## src/common/serial_alu_pkg.sv

```systemverilog
package serial_alu_pkg;

   // Datapath and pass counter widths.
   localparam int XLEN  = 32;
   localparam int CNT_W = 5;

   // ####################
   // Opcodes and states
   // ####################

   typedef enum logic [3:0] {
      OP_ADD  = 4'd0,
      OP_SUB  = 4'd1,
      OP_AND  = 4'd2,
      OP_OR   = 4'd3,
      OP_XOR  = 4'd4,
      OP_SLT  = 4'd5,
      OP_SLTU = 4'd6,
      OP_EQ   = 4'd7,
      OP_SLL  = 4'd8,
      OP_SRL  = 4'd9,
      OP_SRA  = 4'd10
   } alu_op_e;

   typedef enum logic [1:0] {
      ST_IDLE = 2'd0,
      ST_FILL = 2'd1,
      ST_RUN  = 2'd2,
      ST_DONE = 2'd3
   } alu_state_e;

   // ####################
   // Datapath encodings
   // ####################

   // Index is {bool_sel, a, b}. Select 0 is AND, 1 is OR, 2 is XOR.
   localparam logic [15:0] BOOL_LUT = 16'h06E8;

   // Result bit source.
   localparam logic [1:0] RD_SEL_ADD  = 2'd0;
   localparam logic [1:0] RD_SEL_SH   = 2'd1;
   localparam logic [1:0] RD_SEL_LT   = 2'd2;
   localparam logic [1:0] RD_SEL_BOOL = 2'd3;

endpackage

```

## src/verilog/bit_counter.sv

```systemverilog
`timescale 1ns/1ps

module bit_counter
   import serial_alu_pkg::*;
(
   input  logic             clk,
   input  logic             i_rst_n,
   input  logic             i_en,
   output logic [CNT_W-1:0] o_cnt,
   output logic             o_first,
   output logic             o_last
);

   // Wraps from 31 to 0 at the end of each pass.
   always_ff @(posedge clk) begin
      if (!i_rst_n) begin
         o_cnt <= '0;
      end else if (i_en) begin
         o_cnt <= o_cnt + 1'b1;
      end
   end

   assign o_first = (o_cnt == '0);
   assign o_last  = (o_cnt == '1);

   a_first_last_excl: assert property (@(posedge clk) disable iff (!i_rst_n)
      !(o_first && o_last));

endmodule

```

## src/verilog/operand_shreg.sv

```systemverilog
`timescale 1ns/1ps

module operand_shreg
   import serial_alu_pkg::*;
(
   input  logic            clk,
   input  logic            i_rst_n,
   input  logic            i_load,
   input  logic            i_shift,
   input  logic [XLEN-1:0] i_d,
   input  logic            i_ser_in,
   input  logic            i_recirc,
   output logic            o_ser,
   output logic [XLEN-1:0] o_q
);

   logic msb_in;

   // Operands rotate so they survive the fill pass.
   assign msb_in = i_recirc ? o_q[0] : i_ser_in;

   always_ff @(posedge clk) begin
      if (!i_rst_n) begin
         o_q <= '0;
      end else if (i_load) begin
         o_q <= i_d;
      end else if (i_shift) begin
         o_q <= {msb_in, o_q[XLEN-1:1]};
      end
   end

   // LSB first.
   assign o_ser = o_q[0];

endmodule

```

## src/verilog/alu_ctrl_fsm.sv

```systemverilog
`timescale 1ns/1ps

module alu_ctrl_fsm
   import serial_alu_pkg::*;
(
   input  logic       clk,
   input  logic       i_rst_n,
   input  logic       i_start,
   input  alu_op_e    i_op,
   input  logic       i_last,
   output logic       o_load,
   output logic       o_shift,
   output logic       o_fill,
   output logic       o_pass_en,
   output logic       o_cnt_en,
   output logic       o_busy,
   output logic       o_done,
   output logic       o_sub,
   output logic [1:0] o_bool_sel,
   output logic [1:0] o_rd_sel,
   output logic       o_cmp_uns,
   output logic       o_cmp_eq,
   output logic       o_sh_right,
   output logic       o_sh_signed
);

   alu_state_e state;
   alu_op_e    op_q;
   logic       two_pass;

   // Shifts and set-less-than need the fill pass first.
   assign two_pass = (i_op == OP_SLL) || (i_op == OP_SRL) || (i_op == OP_SRA) ||
                     (i_op == OP_SLT) || (i_op == OP_SLTU);

   always_ff @(posedge clk) begin
      if (!i_rst_n) begin
         state <= ST_IDLE;
         op_q  <= OP_ADD;
      end else begin
         case (state)
            ST_IDLE: begin
               if (i_start) begin
                  op_q  <= i_op;
                  state <= two_pass ? ST_FILL : ST_RUN;
               end
            end
            ST_FILL: if (i_last) state <= ST_RUN;
            ST_RUN:  if (i_last) state <= ST_DONE;
            default: state <= ST_IDLE;
         endcase
      end
   end

   assign o_load    = (state == ST_IDLE) && i_start;
   assign o_fill    = (state == ST_FILL);
   assign o_pass_en = (state == ST_FILL) || (state == ST_RUN);
   assign o_shift   = o_pass_en;
   assign o_cnt_en  = o_pass_en;
   assign o_busy    = (state != ST_IDLE);
   assign o_done    = (state == ST_DONE);

   // ####################
   // Opcode decode
   // ####################

   always_comb begin
      o_sub      = 1'b0;
      o_bool_sel = 2'd0;
      o_rd_sel   = RD_SEL_ADD;
      case (op_q)
         // EQ leaves the difference in the result word.
         OP_SUB, OP_EQ: o_sub = 1'b1;
         OP_AND:        o_rd_sel = RD_SEL_BOOL;
         OP_OR: begin
            o_bool_sel = 2'd1;
            o_rd_sel   = RD_SEL_BOOL;
         end
         OP_XOR: begin
            o_bool_sel = 2'd2;
            o_rd_sel   = RD_SEL_BOOL;
         end
         OP_SLT, OP_SLTU:       o_rd_sel = RD_SEL_LT;
         OP_SLL, OP_SRL, OP_SRA: o_rd_sel = RD_SEL_SH;
         default: o_rd_sel = RD_SEL_ADD;
      endcase
   end

   assign o_cmp_uns   = (op_q == OP_SLTU);
   assign o_cmp_eq    = (op_q == OP_EQ);
   assign o_sh_right  = (op_q == OP_SRL) || (op_q == OP_SRA);
   assign o_sh_signed = (op_q == OP_SRA);

   // Done follows the last bit of the run pass.
   a_done_after_run: assert property (@(posedge clk) disable iff (!i_rst_n)
      o_done |-> (state == ST_DONE) && $past(state == ST_RUN && i_last));

endmodule

```

## src/serial_alu/ser_adder.sv

```systemverilog
`timescale 1ns/1ps

module ser_adder (
   input  logic clk,
   input  logic i_rst_n,
   input  logic i_a,
   input  logic i_b,
   input  logic i_first,
   input  logic i_cin,
   output logic o_sum
);

   logic carry_q;
   logic carry;

   // Carry-in only counts on bit 0.
   assign carry = i_first ? i_cin : carry_q;
   assign o_sum = i_a ^ i_b ^ carry;

   always_ff @(posedge clk) begin
      if (!i_rst_n) begin
         carry_q <= 1'b0;
      end else begin
         carry_q <= (i_a & i_b) | (carry & (i_a ^ i_b));
      end
   end

endmodule

```

## src/serial_alu/ser_shifter.sv

```systemverilog
`timescale 1ns/1ps

module ser_shifter
   import serial_alu_pkg::*;
(
   input  logic             clk,
   input  logic             i_rst_n,
   input  logic             i_fill,
   input  logic             i_d,
   input  logic             i_shamt_bit,
   input  logic [CNT_W-1:0] i_cnt,
   input  logic             i_right,
   input  logic             i_signed,
   output logic             o_q
);

   logic [XLEN-1:0]  sh_buf;
   logic [CNT_W-1:0] shamt_q;
   logic [CNT_W:0]   idx_r;
   logic [CNT_W:0]   idx_l;
   logic             sign_fill;

   // ####################
   // Fill pass
   // ####################

   always_ff @(posedge clk) begin
      if (i_fill) begin
         sh_buf <= {i_d, sh_buf[XLEN-1:1]};
      end
   end

   // Low five bits of B, arriving LSB first.
   always_ff @(posedge clk) begin
      if (!i_rst_n) begin
         shamt_q <= '0;
      end else if (i_fill && (i_cnt < CNT_W)) begin
         shamt_q <= {i_shamt_bit, shamt_q[CNT_W-1:1]};
      end
   end

   // ####################
   // Run pass
   // ####################

   // Top bit of each index flags out of range.
   assign idx_r = {1'b0, i_cnt} + {1'b0, shamt_q};
   assign idx_l = {1'b0, i_cnt} - {1'b0, shamt_q};

   // A's MSB sits at the top of the buffer after fill.
   assign sign_fill = i_signed & sh_buf[XLEN-1];

   always_comb begin
      if (i_right) begin
         o_q = idx_r[CNT_W] ? sign_fill : sh_buf[idx_r[CNT_W-1:0]];
      end else begin
         o_q = idx_l[CNT_W] ? 1'b0 : sh_buf[idx_l[CNT_W-1:0]];
      end
   end

endmodule

```

## src/serial_alu/serial_alu.sv

```systemverilog
`timescale 1ns/1ps

module serial_alu
   import serial_alu_pkg::*;
(
   input  logic             clk,
   input  logic             i_rst_n,
   input  logic             i_en,
   input  logic             i_rs1,
   input  logic             i_op_b,
   input  logic             i_first,
   input  logic             i_last,
   input  logic             i_fill,
   input  logic [CNT_W-1:0] i_cnt,
   input  logic             i_sub,
   input  logic [1:0]       i_bool_sel,
   input  logic             i_cmp_uns,
   input  logic             i_cmp_eq,
   input  logic             i_sh_right,
   input  logic             i_sh_signed,
   input  logic [1:0]       i_rd_sel,
   output logic             o_rd,
   output logic             o_cmp
);

   logic result_add;
   logic result_sh;
   logic result_bool;
   logic result_lt;
   logic lt_q;
   logic eq_q;
   logic lt_bit;
   logic eq_bit;
   logic bits_differ;

   // ####################
   // Adder and shifter
   // ####################

   ser_adder u_adder (
      .clk     (clk),
      .i_rst_n (i_rst_n),
      .i_a     (i_rs1),
      .i_b     (i_op_b ^ i_sub),
      .i_first (i_first),
      .i_cin   (i_sub),
      .o_sum   (result_add)
   );

   ser_shifter u_shifter (
      .clk         (clk),
      .i_rst_n     (i_rst_n),
      .i_fill      (i_fill),
      .i_d         (i_rs1),
      .i_shamt_bit (i_op_b),
      .i_cnt       (i_cnt),
      .i_right     (i_sh_right),
      .i_signed    (i_sh_signed),
      .o_q         (result_sh)
   );

   assign result_bool = BOOL_LUT[{i_bool_sel, i_rs1, i_op_b}];

   // ####################
   // Compare
   // ####################

   assign bits_differ = i_rs1 ^ i_op_b;

   // Highest differing bit decides. A signed MSB of 1 means negative.
   assign lt_bit = bits_differ ? ((i_last && !i_cmp_uns) ? i_rs1 : i_op_b)
                               : (!i_first && lt_q);
   assign eq_bit = (i_first || eq_q) && !bits_differ;

   always_ff @(posedge clk) begin
      if (!i_rst_n) begin
         lt_q <= 1'b0;
         eq_q <= 1'b0;
      end else if (i_en) begin
         lt_q <= lt_bit;
         eq_q <= eq_bit;
      end
   end

   // Flag from the previous pass at bit 0, zeros above.
   assign result_lt = i_first & lt_q;

   always_comb begin
      case (i_rd_sel)
         RD_SEL_ADD:  o_rd = result_add;
         RD_SEL_SH:   o_rd = result_sh;
         RD_SEL_LT:   o_rd = result_lt;
         default:     o_rd = result_bool;
      endcase
   end

   assign o_cmp = i_cmp_eq ? eq_q : lt_q;

endmodule

```

## src/verilog/serial_alu_top.sv

```systemverilog
`timescale 1ns/1ps

module serial_alu_top
   import serial_alu_pkg::*;
(
   input  logic            clk,
   input  logic            i_rst_n,
   input  logic            i_start,
   input  alu_op_e         i_op,
   input  logic [XLEN-1:0] i_a,
   input  logic [XLEN-1:0] i_b,
   output logic            o_busy,
   output logic            o_done,
   output logic [XLEN-1:0] o_result,
   output logic            o_cmp
);

   logic             load;
   logic             shift;
   logic             fill;
   logic             pass_en;
   logic             cnt_en;
   logic             sub;
   logic [1:0]       bool_sel;
   logic [1:0]       rd_sel;
   logic             cmp_uns;
   logic             cmp_eq;
   logic             sh_right;
   logic             sh_signed;
   logic [CNT_W-1:0] cnt;
   logic             first;
   logic             last;
   logic             rs1_bit;
   logic             op_b_bit;
   logic             rd_bit;

   alu_ctrl_fsm u_ctrl (
      .clk         (clk),
      .i_rst_n     (i_rst_n),
      .i_start     (i_start),
      .i_op        (i_op),
      .i_last      (last),
      .o_load      (load),
      .o_shift     (shift),
      .o_fill      (fill),
      .o_pass_en   (pass_en),
      .o_cnt_en    (cnt_en),
      .o_busy      (o_busy),
      .o_done      (o_done),
      .o_sub       (sub),
      .o_bool_sel  (bool_sel),
      .o_rd_sel    (rd_sel),
      .o_cmp_uns   (cmp_uns),
      .o_cmp_eq    (cmp_eq),
      .o_sh_right  (sh_right),
      .o_sh_signed (sh_signed)
   );

   bit_counter u_cnt (
      .clk     (clk),
      .i_rst_n (i_rst_n),
      .i_en    (cnt_en),
      .o_cnt   (cnt),
      .o_first (first),
      .o_last  (last)
   );

   // ####################
   // Operand and result registers
   // ####################

   operand_shreg opa (
      .clk      (clk),
      .i_rst_n  (i_rst_n),
      .i_load   (load),
      .i_shift  (shift),
      .i_d      (i_a),
      .i_ser_in (1'b0),
      .i_recirc (1'b1),
      .o_ser    (rs1_bit),
      .o_q      ()
   );

   operand_shreg opb (
      .clk      (clk),
      .i_rst_n  (i_rst_n),
      .i_load   (load),
      .i_shift  (shift),
      .i_d      (i_b),
      .i_ser_in (1'b0),
      .i_recirc (1'b1),
      .o_ser    (op_b_bit),
      .o_q      ()
   );

   // Result bits enter at the MSB.
   operand_shreg res (
      .clk      (clk),
      .i_rst_n  (i_rst_n),
      .i_load   (1'b0),
      .i_shift  (shift),
      .i_d      ('0),
      .i_ser_in (rd_bit),
      .i_recirc (1'b0),
      .o_ser    (),
      .o_q      (o_result)
   );

   serial_alu u_alu (
      .clk         (clk),
      .i_rst_n     (i_rst_n),
      .i_en        (pass_en),
      .i_rs1       (rs1_bit),
      .i_op_b      (op_b_bit),
      .i_first     (first),
      .i_last      (last),
      .i_fill      (fill),
      .i_cnt       (cnt),
      .i_sub       (sub),
      .i_bool_sel  (bool_sel),
      .i_cmp_uns   (cmp_uns),
      .i_cmp_eq    (cmp_eq),
      .i_sh_right  (sh_right),
      .i_sh_signed (sh_signed),
      .i_rd_sel    (rd_sel),
      .o_rd        (rd_bit),
      .o_cmp       (o_cmp)
   );

endmodule

```

## config.mk

```make
export PLATFORM = sky130hd
export DESIGN_NAME = serial_alu_top
export DESIGN_NICKNAME = d
export VERILOG_FILES = /design/src/common/serial_alu_pkg.sv /design/src/verilog/bit_counter.sv /design/src/verilog/operand_shreg.sv /design/src/verilog/alu_ctrl_fsm.sv /design/src/serial_alu/ser_adder.sv /design/src/serial_alu/ser_shifter.sv /design/src/serial_alu/serial_alu.sv /design/src/verilog/serial_alu_top.sv
export SDC_FILE = /design/constraint.sdc
export NUM_CORES = 1
export LEC_CHECK = 0
export ABC_CLOCK_PERIOD_IN_PS = 6200
export BUFFER_PORTS_ARGS = -buffer_cell sky130_fd_sc_hd__buf_2
export CORE_MARGIN = 2
export CORE_UTILIZATION = 30
export DETAILED_ROUTE_END_ITERATION = 12
export GPL_ROUTABILITY_DRIVEN = 1
export PLACE_DENSITY_LB_ADDON = 0.1
export SYNTH_ARGS = -nofsm -noshare
export SYNTH_HDL_FRONTEND = slang
export SYNTH_SLANG_ARGS = --single-unit
```

## constraint.sdc

```tcl
create_clock -name clk -period 6.2 [get_ports clk]
set_clock_uncertainty 0.15 [all_clocks]
set_input_delay 1.24 -clock clk [delete_from_list [all_inputs] [get_ports clk]]
set_output_delay 1.24 -clock clk [all_outputs]
set_load 0.1 [all_outputs]
```

After elaboration in Yosys (flattened, before gate mapping)
Memory sizes are Yosys's and may differ from the RTL's.
Index checks and enable logic that the tools add are counted.
W data, S select, Z words.
{"block": "totals", "ff_bits": 147, "mem_bits_ro": 16, "input_bits": 71, "output_inout_bits": 35, "word_cells": 103, "n_memories": 1}
{"memory": "(name not given)", "depth": 16, "width": 1, "rd": 1, "rd_ports_with_merged_regs": 0, "write_ports": 0, "line_no": "serial_alu.sv:62", "rtl": "assign result_bool = BOOL_LUT[{i_bool_sel, i_rs1, i_op_b}];"}
{"block": "classes", "add_sub_neg": 3, "magnitude_cmp": 4, "eq_ne": 24, "muxes": 25, "bitwise_logic": 9, "n_reduce_logical": 26}
{"op": "$mux W32", "count": 4}
{"op": "$eq A4 B3 Y1 const B", "count": 6}
{"op": "$eq A4 B4 Y1 const B", "count": 6}
{"op": "$lt A5 B6 Y1 const B", "count": 2}
{"op": "$pmux W2 S3", "count": 2}
{"op": "$mux W1", "count": 11}
{"op": "$bmux W1 S5", "count": 2}
{"op": "$eq A4 B2 Y1 const B", "count": 2}
{"op": "$mux W2", "count": 4}
{"op": "$logic_or A1 B1 Y1", "count": 7}
{"op": "$add A5 B5 Y6", "count": 1}
{"op": "$eq A2 B2 Y1 const B", "count": 3}
{"op": "$reduce_or A3 Y1", "count": 2}
{"op": "$sub A5 B5 Y6", "count": 1}
{"op": "$add A5 B1 Y5 const B", "count": 1}
{"op": "$eq A5 B5 Y1 const B", "count": 1}
{"op": "$logic_and A1 B1 Y1", "count": 5}
{"op": "$logic_not A5 Y1", "count": 1}
{"op": "$lt A4 B5 Y1 const B", "count": 1}
{"op": "$lt A5 B3 Y1 const B", "count": 1}
{"op": "$and A1 B1 Y1", "count": 4}
{"op": "$eq A2 B1 Y1 const B", "count": 2}
{"op": "$eq A4 B1 Y1 const B", "count": 1}
{"op": "$logic_not A2 Y1", "count": 2}
{"op": "other kinds (11)", "count": 19}

Logic depth before layout (Yosys ltp)
Gate-level depths: netlist of the first run.
{"block": "logic_depth", "ltp_word": 8, "ltp_mapped": 10, "depth_no_buf": 10}

Cells and area by module
Synthesis of the first run repeated with hierarchy kept, for this count alone.
{"block": "unflattened", "cells_unflattened": 699, "hier_area_um2": 8408.1}
{"module": "operand_shreg", "instances": 3, "cells_each": 146, "area_per_inst_um2": 1784.2, "seq_area_each_um2": 640.6}
{"module": "ser_shifter", "instances": 1, "cells_each": 137, "area_per_inst_um2": 1975.6, "seq_area_each_um2": 1061.0}
{"module": "alu_ctrl_fsm", "instances": 1, "cells_each": 68, "area_per_inst_um2": 539.3, "seq_area_each_um2": 120.1}
{"module": "bit_counter", "instances": 1, "cells_each": 27, "area_per_inst_um2": 274.0, "seq_area_each_um2": 100.1}
{"module": "serial_alu", "instances": 1, "cells_each": 23, "area_per_inst_um2": 197.7, "seq_area_each_um2": 40.0}
{"module": "ser_adder", "instances": 1, "cells_each": 4, "area_per_inst_um2": 61.3, "seq_area_each_um2": 20.0}
{"module": "serial_alu_top", "instances": 1, "cells_each": 2, "area_per_inst_um2": 7.5, "seq_area_each_um2": 0.0}

Worst setup path before layout of the first run
No wires, ideal clock.
{"block": "synth_path", "path_kind": "register -> output", "startpoint": "register u_ctrl.state[0]", "endpoint": "output o_busy", "t_arrival_ns": 1.275, "required_ns": 4.810, "setup_slack_ns": 3.535, "path_stages_with_launch": 4, "path_buffers": 0, "cell_sequence": "dfxtp_1 inv_1 ha_1 inv_1"}
{"block": "synth_between", "elab_chain_cells": 1}
{"element": "start: declaration", "line_no": "alu_ctrl_fsm.sv:27", "rtl": "alu_state_e state;"}
{"element": "start signal: assignment", "line_no": "alu_ctrl_fsm.sv:44", "rtl": "state <= two_pass ? ST_FILL : ST_RUN;"}
{"element": "$reduce_bool A2 Y1", "line_no": "alu_ctrl_fsm.sv:59", "rtl": "assign o_busy = (state != ST_IDLE);"}
{"element": "end: declaration", "line_no": "serial_alu_top.sv:12", "rtl": "output logic o_busy,"}
Every way passes these cells.

Worst setup path in the final report of the first run
{"block": "layout_path", "startpoint": "register u_ctrl.op_q[1]", "endpoint": "output o_cmp"}
{"block": "layout_between", "elab_chain_cells": 2}
{"element": "start: declaration", "line_no": "alu_ctrl_fsm.sv:28", "rtl": "alu_op_e op_q;"}
{"element": "start signal: assignment", "line_no": "alu_ctrl_fsm.sv:43", "rtl": "op_q <= i_op;"}
{"element": "$eq A4 B3 Y1", "line_no": "alu_ctrl_fsm.sv:89", "rtl": "assign o_cmp_eq = (op_q == OP_EQ);"}
{"element": "$mux W1", "line_no": "serial_alu.sv:97", "rtl": "assign o_cmp = i_cmp_eq ? eq_q : lt_q;"}
{"element": "end: declaration", "line_no": "serial_alu_top.sv:15", "rtl": "output logic o_cmp"}
Every way passes these cells.

==> results by stage, run 1 <==
GRT:
- The via count of the first global-routing pass is 4940.
- Entering global routing, the biggest net connects 85 pins.
- The number of antenna violations at the first check in global routing is 1.
- The total global routing overflow is 0.
- The first global-routing pass estimated 25300 um of wire.
- The total global routing track utilization is 0.131.

Clock network:
- After clock tree synthesis, the setup repair step added 0 buffers.
- The number of sinks on the clock net is 147.
- The clock-pin slew on the worst setup and hold paths is 0.06 ns.
- The clock passes through at most 2 buffers.
- In this run the number of H-tree levels came out at 4.
- The tree is rooted in a clkbuf_16.
- Once the clock tree was built, the resizer swapped 0 gates to a different size.
- Clock latency on the worst-skew pair, taken at its later pin, is 0.42 ns.
- After clock tree synthesis, the flow added hold-fix buffers numbering 0.
- The CTS tree is yes.
- The number of buffers created by CTS is 17.

Power and ir drop:
- The total leakage power is 0.00329 uW.
- The part of the total power dissipated in the clock network is 0.277.
- Internal power comes to 2520 uW.
- Of the total power, the share spent switching nets is 0.336.
- The share of total power in combinational logic is 0.337.
- Power spread over the standard cell area amounts to 460 mW/mm^2.
- The completed layout was analyzed and its total power is 3800 uW.
- The worst-case IR drop observed on VDD is 0.000260 V.
- In this run the power spent charging and discharging nets is 1270 uW.
- Of the total power, registers draw 0.386.

Place:
- Before CTS, the worst setup slack after placement is 3.01 ns.
- The post-placement cell area is 0.00764 sq mm.
- Buffers placed on the I/O ports in this run total 105.
- The HPWL reported at the end of detailed placement is 10700 um.
- The congestion estimate from routability-driven global placement came to 0.762.

Finish:
- Once layout is done, the placed cells without fillers occupy 0.00825 sq mm.
- Of the cells placed in the final design, the portion with a size suffix greater than 1 is 0.222.
- Counting the fill cells in the layout gives 2262.
- The area growth from synthesis to layout is 18.9%.
- The net count reported at finish is 821.

Critical path:
- The worst register-to-register path has a depth of 10.
- The worst setup path is launched from a flop.
- For the worst setup path, the data required time is 4.81 ns.
- Data on the critical path arrives at its endpoint at 1.83 ns.
- The category of the worst setup path capture point is a primary output.
- Of all nets on the critical path, the largest fanout is 12.
- The critical path in this run is classified as reg -> out.

Synth:
- Of the total synthesized cell area, the portion taken by AND, OR, NAND and NOR gates is 0.105.
- The post-synth design cell area is 0.00694 sq mm.
- The number of distinct library cells after synthesis is 54.
- The prevailing post-synth register cell is dfxtp_1.
- The share of synthesized registers carrying an async set or reset is 0.
- The library cell with the highest instance count after synthesis is nor2_1.
- The post-synthesis mux area share is 0.205.
- Yosys mapped a number of flops with a built-in enable equal to 32.
- The flip-flop and latch count after synthesis is 147.
- A synthesized cell averages 10.7 sq um.
- By area, the combinational part of the netlist is dominated by multiplexers.
- The proportion of netlist area held by the largest area contributor is 0.332.
- Of the total synthesized cell area, the portion taken by full adders, half adders and majority gates is 0.0429.
- The share of the Yosys chip area taken by registers is 0.470.
- The warning count from the yosys run is 0.
- The post-synth net total is 743.
- The xor and xnor fraction of the mapped netlist area is 0.0205.
- Ranked by total cell area, the synthesized netlist is headed by dfxtp_1 (33%), mux2i_1 (15%), edfxtp_1 (14%).
- The cell type with the highest aggregate area in the netlist is dfxtp_1.
- The compound-gate portion of the synthesized area is 0.117.
- The commonest cells after synthesis are nor2_1 (123), dfxtp_1 (115), mux2i_1 (107), a211oi_1 (64), clkbuf_1 (33).
- After technology mapping, the gate count stands at 650.

Drt:
- The number of detailed-route iterations in the first pass is 4.
- The routed design has 15600 um of wire.
- The number of DRC markers after the initial detailed-route iteration is 270.
- For this run, design rule violations remaining after detail routing come to 0.
- The total number of vias is 4964.
- In the routed layout, each cell is associated on average with a via count of 4.84.
- In this run the remaining antenna-violating nets after routing total 0.
- The post-detailed-route wirelength per cell is 15.3 um.

STA:
- In the final timing run, aggregate negative setup slack is 0 ns.
- Setup violations remaining at the end of the flow were counted as 0.
- The slew of the pin with the lowest slew margin is 1.07 ns.
- The relative slew slack is 0.284.
- The maximum clock frequency is 311 MHz.
- The slack of the critical path is 2.98 ns.
- Of the available clock period, the critical path in the final layout requires 0.519.
- The final hold violation count is 0.
- Setup repair after global routing left no endpoint under its margin.
- The clock period minus worst slack is 3.22 ns.
- The total count of max-transition violations in the final report came to 0.

Floorplan:
- The width of the chip is 156 um.
- The number of placement rows is 55.
- The count of pins on the block boundary is 106.
- The die is 156 um tall.
- The die covers 0.0244 sq mm.
- The initial utilization of the core area, before any placement, comes to 0.306.
- The floorplan step defined a core boundary enclosing 0.0227 sq mm.

Hold path:
- The worst hold path was traced through 0 stages.
- The classification of the worst-slack hold path is reg -> reg.

Job:
- The tool flagged a number of max-cap violations equal to 0.

Outcome:
- The run finished with clean final reports.
==> final timing paths <==
kind	from	to	slack (ns)
max	u_ctrl.op_q[1]	o_cmp	2.98
min	u_alu.u_shifter.sh_buf[15]	u_alu.u_shifter.sh_buf[14]	0.33
max reg2reg	u_cnt.o_cnt[0]	res.o_q[31]	3.20
min reg2reg	u_alu.u_shifter.sh_buf[15]	u_alu.u_shifter.sh_buf[14]	0.33
==> placed cells by master (no fill, tap or decap), types with 4 or more instances in the layout <==
cell       instances
inv_1             12
nor2_1           123
a21oi_1           18
xnor2_1            7
mux4_2            14
ha_1              17
a211oi_1          64
edfxtp_1          32
nand3_1            4
clkbuf_16         19
buf_2            105
mux2i_1          107
dfxtp_1          115
o21ai_0           10
nand2_1           17
==> metrics by stage <==
step           cells  utilization  hold slack (ns)
2_1_floorplan    650            -            0.288
3_3_place_gp     994        0.336            0.300
3_5_place_dp     994        0.336            0.316
4_1_cts         1024        0.363            0.328
5_1_grt         1024        0.363            0.346
6_report        1025        0.363            0.329
==> worst max-delay path: stages, from the launching register on <==
cell and delay, ns:
dfxtp_1 0.56, nand4b_1 0.16, mux2_2 0.25, buf_2 0.44
==> cell type report <==
type	count	area, sq um	area share
Clock buffer	23	512	0.0620
Inverter	13	50.0	0.00607
Tap cell	285	357	0.0432
Antenna cell	1	2.50	0.000303
Clock inverter	7	95.1	0.0115
Timing Repair Buffer	108	548	0.0664
Multi-Input combinational cell	441	3420	0.415
Sequential cell	147	3260	0.396
==> power by group through the flow <==
stage | clock [uW] | combinational, uW | sequential [uW]
after CTS | 1080 | 1290 | 1470
after floorplan | 0 | 1060 | 1440
after global placement | 0 | 1270 | 1480
after detailed placement | 0 | 1290 | 1480
final | 1050 | 1280 | 1470
after global routing | 1120 | 1400 | 1510
==> kinds of logic after synthesis <==
logic type,count (synthesis)
simple gates,168
flops,147
mux,124
compound gates,115
buf+inv,62
fa+ha+maj,22
xor+xnor,12
==> per-layer routing <==
metal | GRT usage | part of all wire | vias up
met4 | 0.0406 | 0.010 | 0
met1 | 0.172 | 0.48 | 2371
li1 | - | - | 2497
met5 | 0 | 0 | -
met2 | 0.209 | 0.46 | 84
met3 | 0.0394 | 0.045 | 12
==> registers in the layout (all words and copies together) (netlist names), 2 cells and up <==
name and cells:
opa.o_q 32, opb.o_q 32, res.o_q 32, u_alu.u_shifter.sh_buf 32
u_alu.u_shifter.shamt_q 5, u_cnt.o_cnt 5, u_ctrl.op_q 4, u_ctrl.state 2
Note: power is estimated with default switching activity, not from simulation.
==> inputs of run 2 (changes only) <==
ABC_CLOCK_PERIOD_IN_PS = 3000   (was 6200)
clock period = 3 ns   (was 6.2 ns; I/O delays follow)
==> run 2 against run 1 <==
Routed wire length grew 0.31%. Design area is 1.3% higher. Non-clock buffer count increased by 12. Core utilization is 0.48 points higher. Clock power increased by 98%. Total power up 110%. Worst hold slack worse by 0.038 ns. Global-route usage barely moved. Critical path type is now reg -> reg. Largest cell class unchanged. Highest routed layer unchanged.
==> results by stage, run 2 (synthesis results as in run 1) <==
Outcome:
- The run finished with clean final reports.

STA:
- The maximum clock frequency is 367 MHz.
- The final setup violation count is 0.
- Setup repair after global routing left no endpoint under its margin.
- In the finished design, the share of the clock period the worst path needs comes to 0.908.
- The total count of max-transition violations in the final report is 0.
- The relative slew slack is 0.566.
- The final hold violation count is 0.
- The slew of the pin with the lowest slew margin is 0.651 ns.
- Summed over all failing endpoints, the final setup total negative slack is 0 ns.
- The clock period minus worst slack is 2.72 ns.

Critical path:
- The critical path is of the reg -> reg type.
- The critical path launch point type is a flop.
- The arrival time at the worst endpoint is 2.87 ns.
- The category of the worst setup path capture point is a flop.
- The highest net fanout along the worst path is 11.
- The signal on the critical path passes through nand2b_1 -> nor4bb_1 -> mux2i_1 -> fa_1 -> o2111a_1 -> o21ai_0 -> a31oi_1 -> nor3_1.
- Data on the critical path is required at its endpoint by 3.14 ns.
- The stage delay of the slowest cell on the critical path is 0.52 ns.
- The library cell contributing the largest single delay on the critical path is fa_1.

Power and ir drop:
- Power spread over the standard cell area amounts to 939 mW/mm^2.
- IR analysis of the VDD net gives a maximum drop of 0.000427 V.
- In this run the static leakage power is 0.00335 uW.
- Overall power consumption after layout is estimated at 7850 uW.

Drt:
- The routed design has 15700 um of wire.
- The residual antenna-violating net count after detailed routing is 0.
- The final route contains 4980 vias.
- The post-detailed-route wirelength per cell is 15.1 um.
- For this run, the detailed router's first-pass iteration total came to 4.
- The number of DRC markers after the initial detailed-route iteration is 159.
- The remaining routing DRC violations is 0.
- Using the TritonRoute via totals, the vias-per-cell ratio works out to 4.79.

Clock network:
- The clock root buffer is clkbuf_16.
- The number of buffers created by CTS is 17.
- Clock-pin slew was measured on the worst setup and hold paths at 0.06 ns.
- In this run the number of H-tree levels came out at 4.
- TritonCTS built the clock tree.
- The insertion delay of the later-clocked pin in the worst-skew pair is 0.42 ns.
- The hold buffer count at CTS is 0.
- The clock net in this run drives a total of 147 sinks.
- The longest clock path from root to sink contains 2 buffers.

Floorplan:
- The width of the chip is 156 um.
- The initial standard-cell utilization of the core is 0.306.
- The floorplan step defined a core boundary enclosing 0.0227 sq mm.
- Pin placement for this block handled 106 I/O pins.
- The height of the die is 156 um.
- The die area is 0.0244 sq mm.
- The number of placement rows is 55.

GRT:
- The via count of the first global-routing pass is 5100.
- The first global-routing pass estimated 25600 um of wire.
- The total global routing overflow is 0.
- The maximum number of pins on one net before global-route repair is 83.
- The number of antenna violations at the first check in global routing came to 2.
- The total global routing track utilization is 0.132.

Finish:
- The area added between synthesis and finish is 20.4%.
- The filler cells instantiated in the layout total 2300.
- The net count reported at finish is 833.
- The fraction of final layout cells with drive strength greater than 1 is 0.239.
- The library cell used most frequently in the layout, excluding fill and tap cells, is nor2_1.
- The post-route core utilization is 0.368.
- The top cell types in the final layout, fill and taps aside, are nor2_1 (123), dfxtp_1 (114), mux2i_1 (107).
- The storage element area is 0.00326 sq mm.
- Summing all multi-input logic gate instances after layout gives 0.00342 sq mm.

Place:
- Detailed placement finished with a half-perimeter wire length of 10800 um.
- At the end of routability-driven placement, the weighted congestion stood at 0.784.
- The quantity of I/O buffers inserted on ports is 105.

Job:
- The number of violations of the max-capacitance limit is 0.

Hold path:
- The min-delay analysis places its worst path in the category in -> reg.
run 2: cell types whose count changed in the layout (fill, tap and decap cells not counted), moves of 2 or more:
cell and change:
buf_12 +3, buf_4 +9, bufinv_16 -2, clkinv_4 +4
run 2: path summary, 6_finish.rpt:
| kind | start | to | slack [ns] | depth (start not counted) |
|---|---|---|---|---|
| max reg2reg | u_ctrl.op_q[2] | res.o_q[31] | 0.28 | 8 |
| max | u_ctrl.op_q[2] | res.o_q[31] | 0.28 | 8 |
| min | i_b[0] | opb.o_q[0] | 0.29 | 3 |
| min reg2reg | u_alu.u_shifter.sh_buf[17] | u_alu.u_shifter.sh_buf[16] | 0.33 | 0 |
run 2: per-stage QoR:
step	instance area (sq um)	cells	setup WS, ns	hold WS [ns]
after floorplan	6940	650	0.403	0.288
after global placement	7760	1005	0.146	0.319
after detailed placement	7760	1005	0.0955	0.312
after CTS	8340	1037	0.0797	0.276
after global routing	8360	1039	0.0846	0.296
final	8360	1040	0.277	0.290
run 2: metal layers:
| layer | GRT usage | share of wire | vias to the layer above |
|---|---|---|---|
| met2 | 0.214 | 0.47 | 82 |
| met3 | 0.0383 | 0.048 | 9 |
| met4 | 0.0441 | 0.011 | 0 |
| met1 | 0.168 | 0.47 | 2353 |
| li1 | - | - | 2536 |
| met5 | 0 | 0 | - |
run 2: critical path: cells and delay by family, from the launching register on:
kind,cells,cell delay [ns]
compound gates,3,0.54
fa+ha+maj,1,0.52
flops,1,0.51
mux,1,0.18
simple gates,3,0.71
run 2: power breakdown:
group / switching [uW] / total [uW] / internal (uW)
Clock: 891 / 2080 / 1190
Combinational: 1490 / 2750 / 1260
Sequential: 366 / 3020 / 2650
run 2: layout make-up:
cell class | count | share of cell area
tap | 285 | 0.0427
clock buffer | 20 | 0.0585
timing repair buffer | 120 | 0.0808
antenna | 2 | 0.000599
sequential | 147 | 0.391
inverter | 13 | 0.00599
multi-input combinational | 441 | 0.410
clock inverter | 12 | 0.0114
run 2: timing repair:
item | CTS | global route
setup endpoints to repair | 0 | 1
buffers inserted | 0 | 1
gates resized for setup | 0 | 2
==> inputs of run 3 (changes only) <==
CORE_UTILIZATION = 48   (was 30)
CTS_CLUSTER_SIZE = 14   (was default)
==> run 3 against run 2 <==
Core utilization up 22 points. Maximum frequency down 1.2%. Routed wire length down 11%. Critical path type unchanged. Total power down 1.1%. Non-clock buffer count up 2. Worst hold slack worse by 0.0044 ns. Cell count down 10%. Via count up 1.0%. Clock power down 3%. Global-route usage up 5.5 points. Flip-flop and latch count unchanged.
==> results by stage, run 3 (synthesis results as in run 1) <==
Clock network:
- The CTS tree is yes.
- The clock-pin slew on the worst setup and hold paths is 0.06 ns.
- The tree is rooted in a clkbuf_16.
- Clock tree synthesis found a total of 147 sinks.
- Buffers inserted during clock tree synthesis total 17.
- The longest clock path from root to sink contains 2 buffers.
- The hold buffer count at CTS is 0.
- The H-tree generated during clock tree synthesis spans 4 levels.
- The later pin in the worst-skew pair is clocked with a latency of 0.42 ns.

GRT:
- The total overflow left after global routing is 0.
- The maximum number of pins on one net before global-route repair is 66.
- The via count of the first global-routing pass is 4889.
- The wire length of the first global-routing pass is 23700 um.
- The total global routing track utilization is 0.187.
- The number of antenna violations at the first check in global routing is 1.

Critical path:
- Across all register-to-register paths, the minimum setup slack is 0.24 ns.
- For the worst setup path, the data required time is 3.15 ns.
- The critical path launch point type is a flop.
- Traced cell by cell, the critical path runs through inv_1 -> ha_1 -> fa_1 -> xnor2_4 -> mux4_2 -> nand2b_1 -> o21ai_0 -> a21oi_1 -> a31oi_1 -> nor3_1.
- The category of the most critical setup path is reg -> reg.
- STA classifies the critical path endpoint as a flop.
- On the worst path, the slowest cell contributes a delay of 0.50 ns.
- The arrival time at the worst endpoint is 2.91 ns.
- The highest net fanout along the worst path is 8.
- For this design, the slowest cell found on the critical path is fa_1.

Floorplan:
- The height of the die is 124 um.
- The initial standard-cell utilization of the core is 0.496.
- The width of the chip is 124 um.
- The placeable core region is 0.0140 sq mm.
- The floorplan step defined a die boundary enclosing 0.0154 sq mm.
- The number of placement rows is 43.
- 106 I/O pins were placed.

Drt:
- The number of detailed-route iterations in the first pass is 4.
- The residual antenna-violating net count after detailed routing is 0.
- After detailed routing, the total wire length is 14000 um.
- Dividing the detail-routed via count by the number of cells gives 5.38.
- The detailed router finished its first iteration with 295 violations.
- In the final routed layout, each cell accounts on average for 14.9 um.
- The total number of vias is 5031.
- For this run, design rule violations remaining after detail routing come to 0.

Finish:
- For this run, the share of the core covered by cells in the final layout is 0.588.
- The area growth from synthesis to layout is 18.5%.
- The fraction of final layout cells with drive strength greater than 1 is 0.242.
- The top cell types in the final layout, fill and taps aside, are nor2_1 (123), dfxtp_1 (114), mux2i_1 (107).
- The library cell used most frequently in the layout, excluding fill and tap cells, is nor2_1.
- The filler cell count in the final layout is 1222.
- At the end of the flow, the number of nets in the layout was 835.

Power and ir drop:
- Summed over all cells, the static leakage comes to 0.00337 uW.
- The power density over the cells is 943 mW/mm^2.
- VDD sags by at most 0.000449 V.
- The completed layout was analyzed and its total power is 7760 uW.

STA:
- At the pin with the least slew margin, the transition time is 0.624 ns.
- Setup repair after global routing left no endpoint under its margin.
- The worst path meets setup with 0.244 ns of slack.
- The total count of max-transition violations in the final report was 0.
- The final setup violation count is 0.
- The maximum clock frequency is 363 MHz.
- The final hold violation count is 0.
- Headroom to the max-slew limit came out at 0.584.
- Counting I/O delays and the setup requirement, the final critical path takes 2.76 ns.
- The share of the clock period used by the worst path after layout is 0.919.
- The aggregate negative setup slack is 0 ns.

Place:
- Detailed placement finished with a half-perimeter wire length of 9630 um.
- The quantity of I/O buffers inserted on ports is 105.
- The last weighted congestion value of the routability-driven placer is 0.827.
- The worst setup slack before clock tree synthesis is 0.106 ns.

Job:
- The number of violations of the max-capacitance limit is 0.

Outcome:
- The run finished with clean final reports.

Hold path:
- The path class of the tightest hold or removal check is in -> reg.
==> run 3: cell count changes in the layout (fill, tap and decap cells not counted), sizes merged <==
cell,before,now
buf,120,122
clkbuf,20,24
clkinv,10,8
clkinvlp,1,0
diode,2,1
inv,14,13
==> run 3: area by class of cell <==
cell class | instances | area [sq um] | share of cell area
Clock buffer | 24 | 533 | 0.0648
Clock inverter | 8 | 45.0 | 0.00547
Sequential cell | 147 | 3260 | 0.397
Tap cell | 180 | 225 | 0.0274
Timing Repair Buffer | 122 | 678 | 0.0824
Inverter | 13 | 50.0 | 0.00608
Antenna cell | 1 | 2.50 | 0.000304
Multi-Input combinational cell | 441 | 3430 | 0.417
==> run 3: layer usage <==
metal	vias to the layer above	track usage	part of all wire
met5	-	0	0.00050
met4	2	0.0701	0.011
met3	13	0.0567	0.049
met2	104	0.289	0.47
met1	2357	0.248	0.47
li1	2555	-	-
==> run 3: path summary, 6_finish.rpt <==
check	from	to	depth (start not counted)
max	u_cnt.o_cnt[0]	res.o_q[31]	10
min	i_a[0]	opa.o_q[0]	3
max reg2reg	u_cnt.o_cnt[0]	res.o_q[31]	10
min reg2reg	u_alu.u_shifter.sh_buf[6]	u_alu.u_shifter.sh_buf[5]	0
==> run 3: critical path: cells and delay by family, from the launching register on <==
kind	cells	cell delay [ns]
AO/OA/AOI/OAI	3	0.40
AND/OR/NAND/NOR	2	0.21
flip-flops	1	0.38
multiplexers	1	0.35
XOR/XNOR	1	0.35
adder cells (fa/ha/maj)	2	0.73
buffers and inverters	1	0.08
==> run 3: what timing repair did <==
| item | in CTS | in global routing |
|---|---|---|
| resized for setup | 0 | 3 |
| endpoints found under the setup margin | 0 | 1 |
| buffers inserted | 0 | 2 |
==> run 3: power by group <==
group | total (uW) | leakage (uW) | internal, uW | switching, uW
sequential | 3020 | 0.00124 | 2650 | 371
combinational | 2720 | 0.00183 | 1260 | 1450
clock | 2020 | 0.000297 | 1230 | 786
total | 7760 | 0.00337 | 5150 | 2610
==> run 3: through the flow <==
stage                     instances  area [sq um]  hold slack [ns]
after floorplan                 650          6940            0.288
after global placement          901          7620            0.323
after detailed placement        901          7620            0.316
after CTS                       933          8200            0.261
after global routing            935          8230            0.281
final                           936          8230            0.286
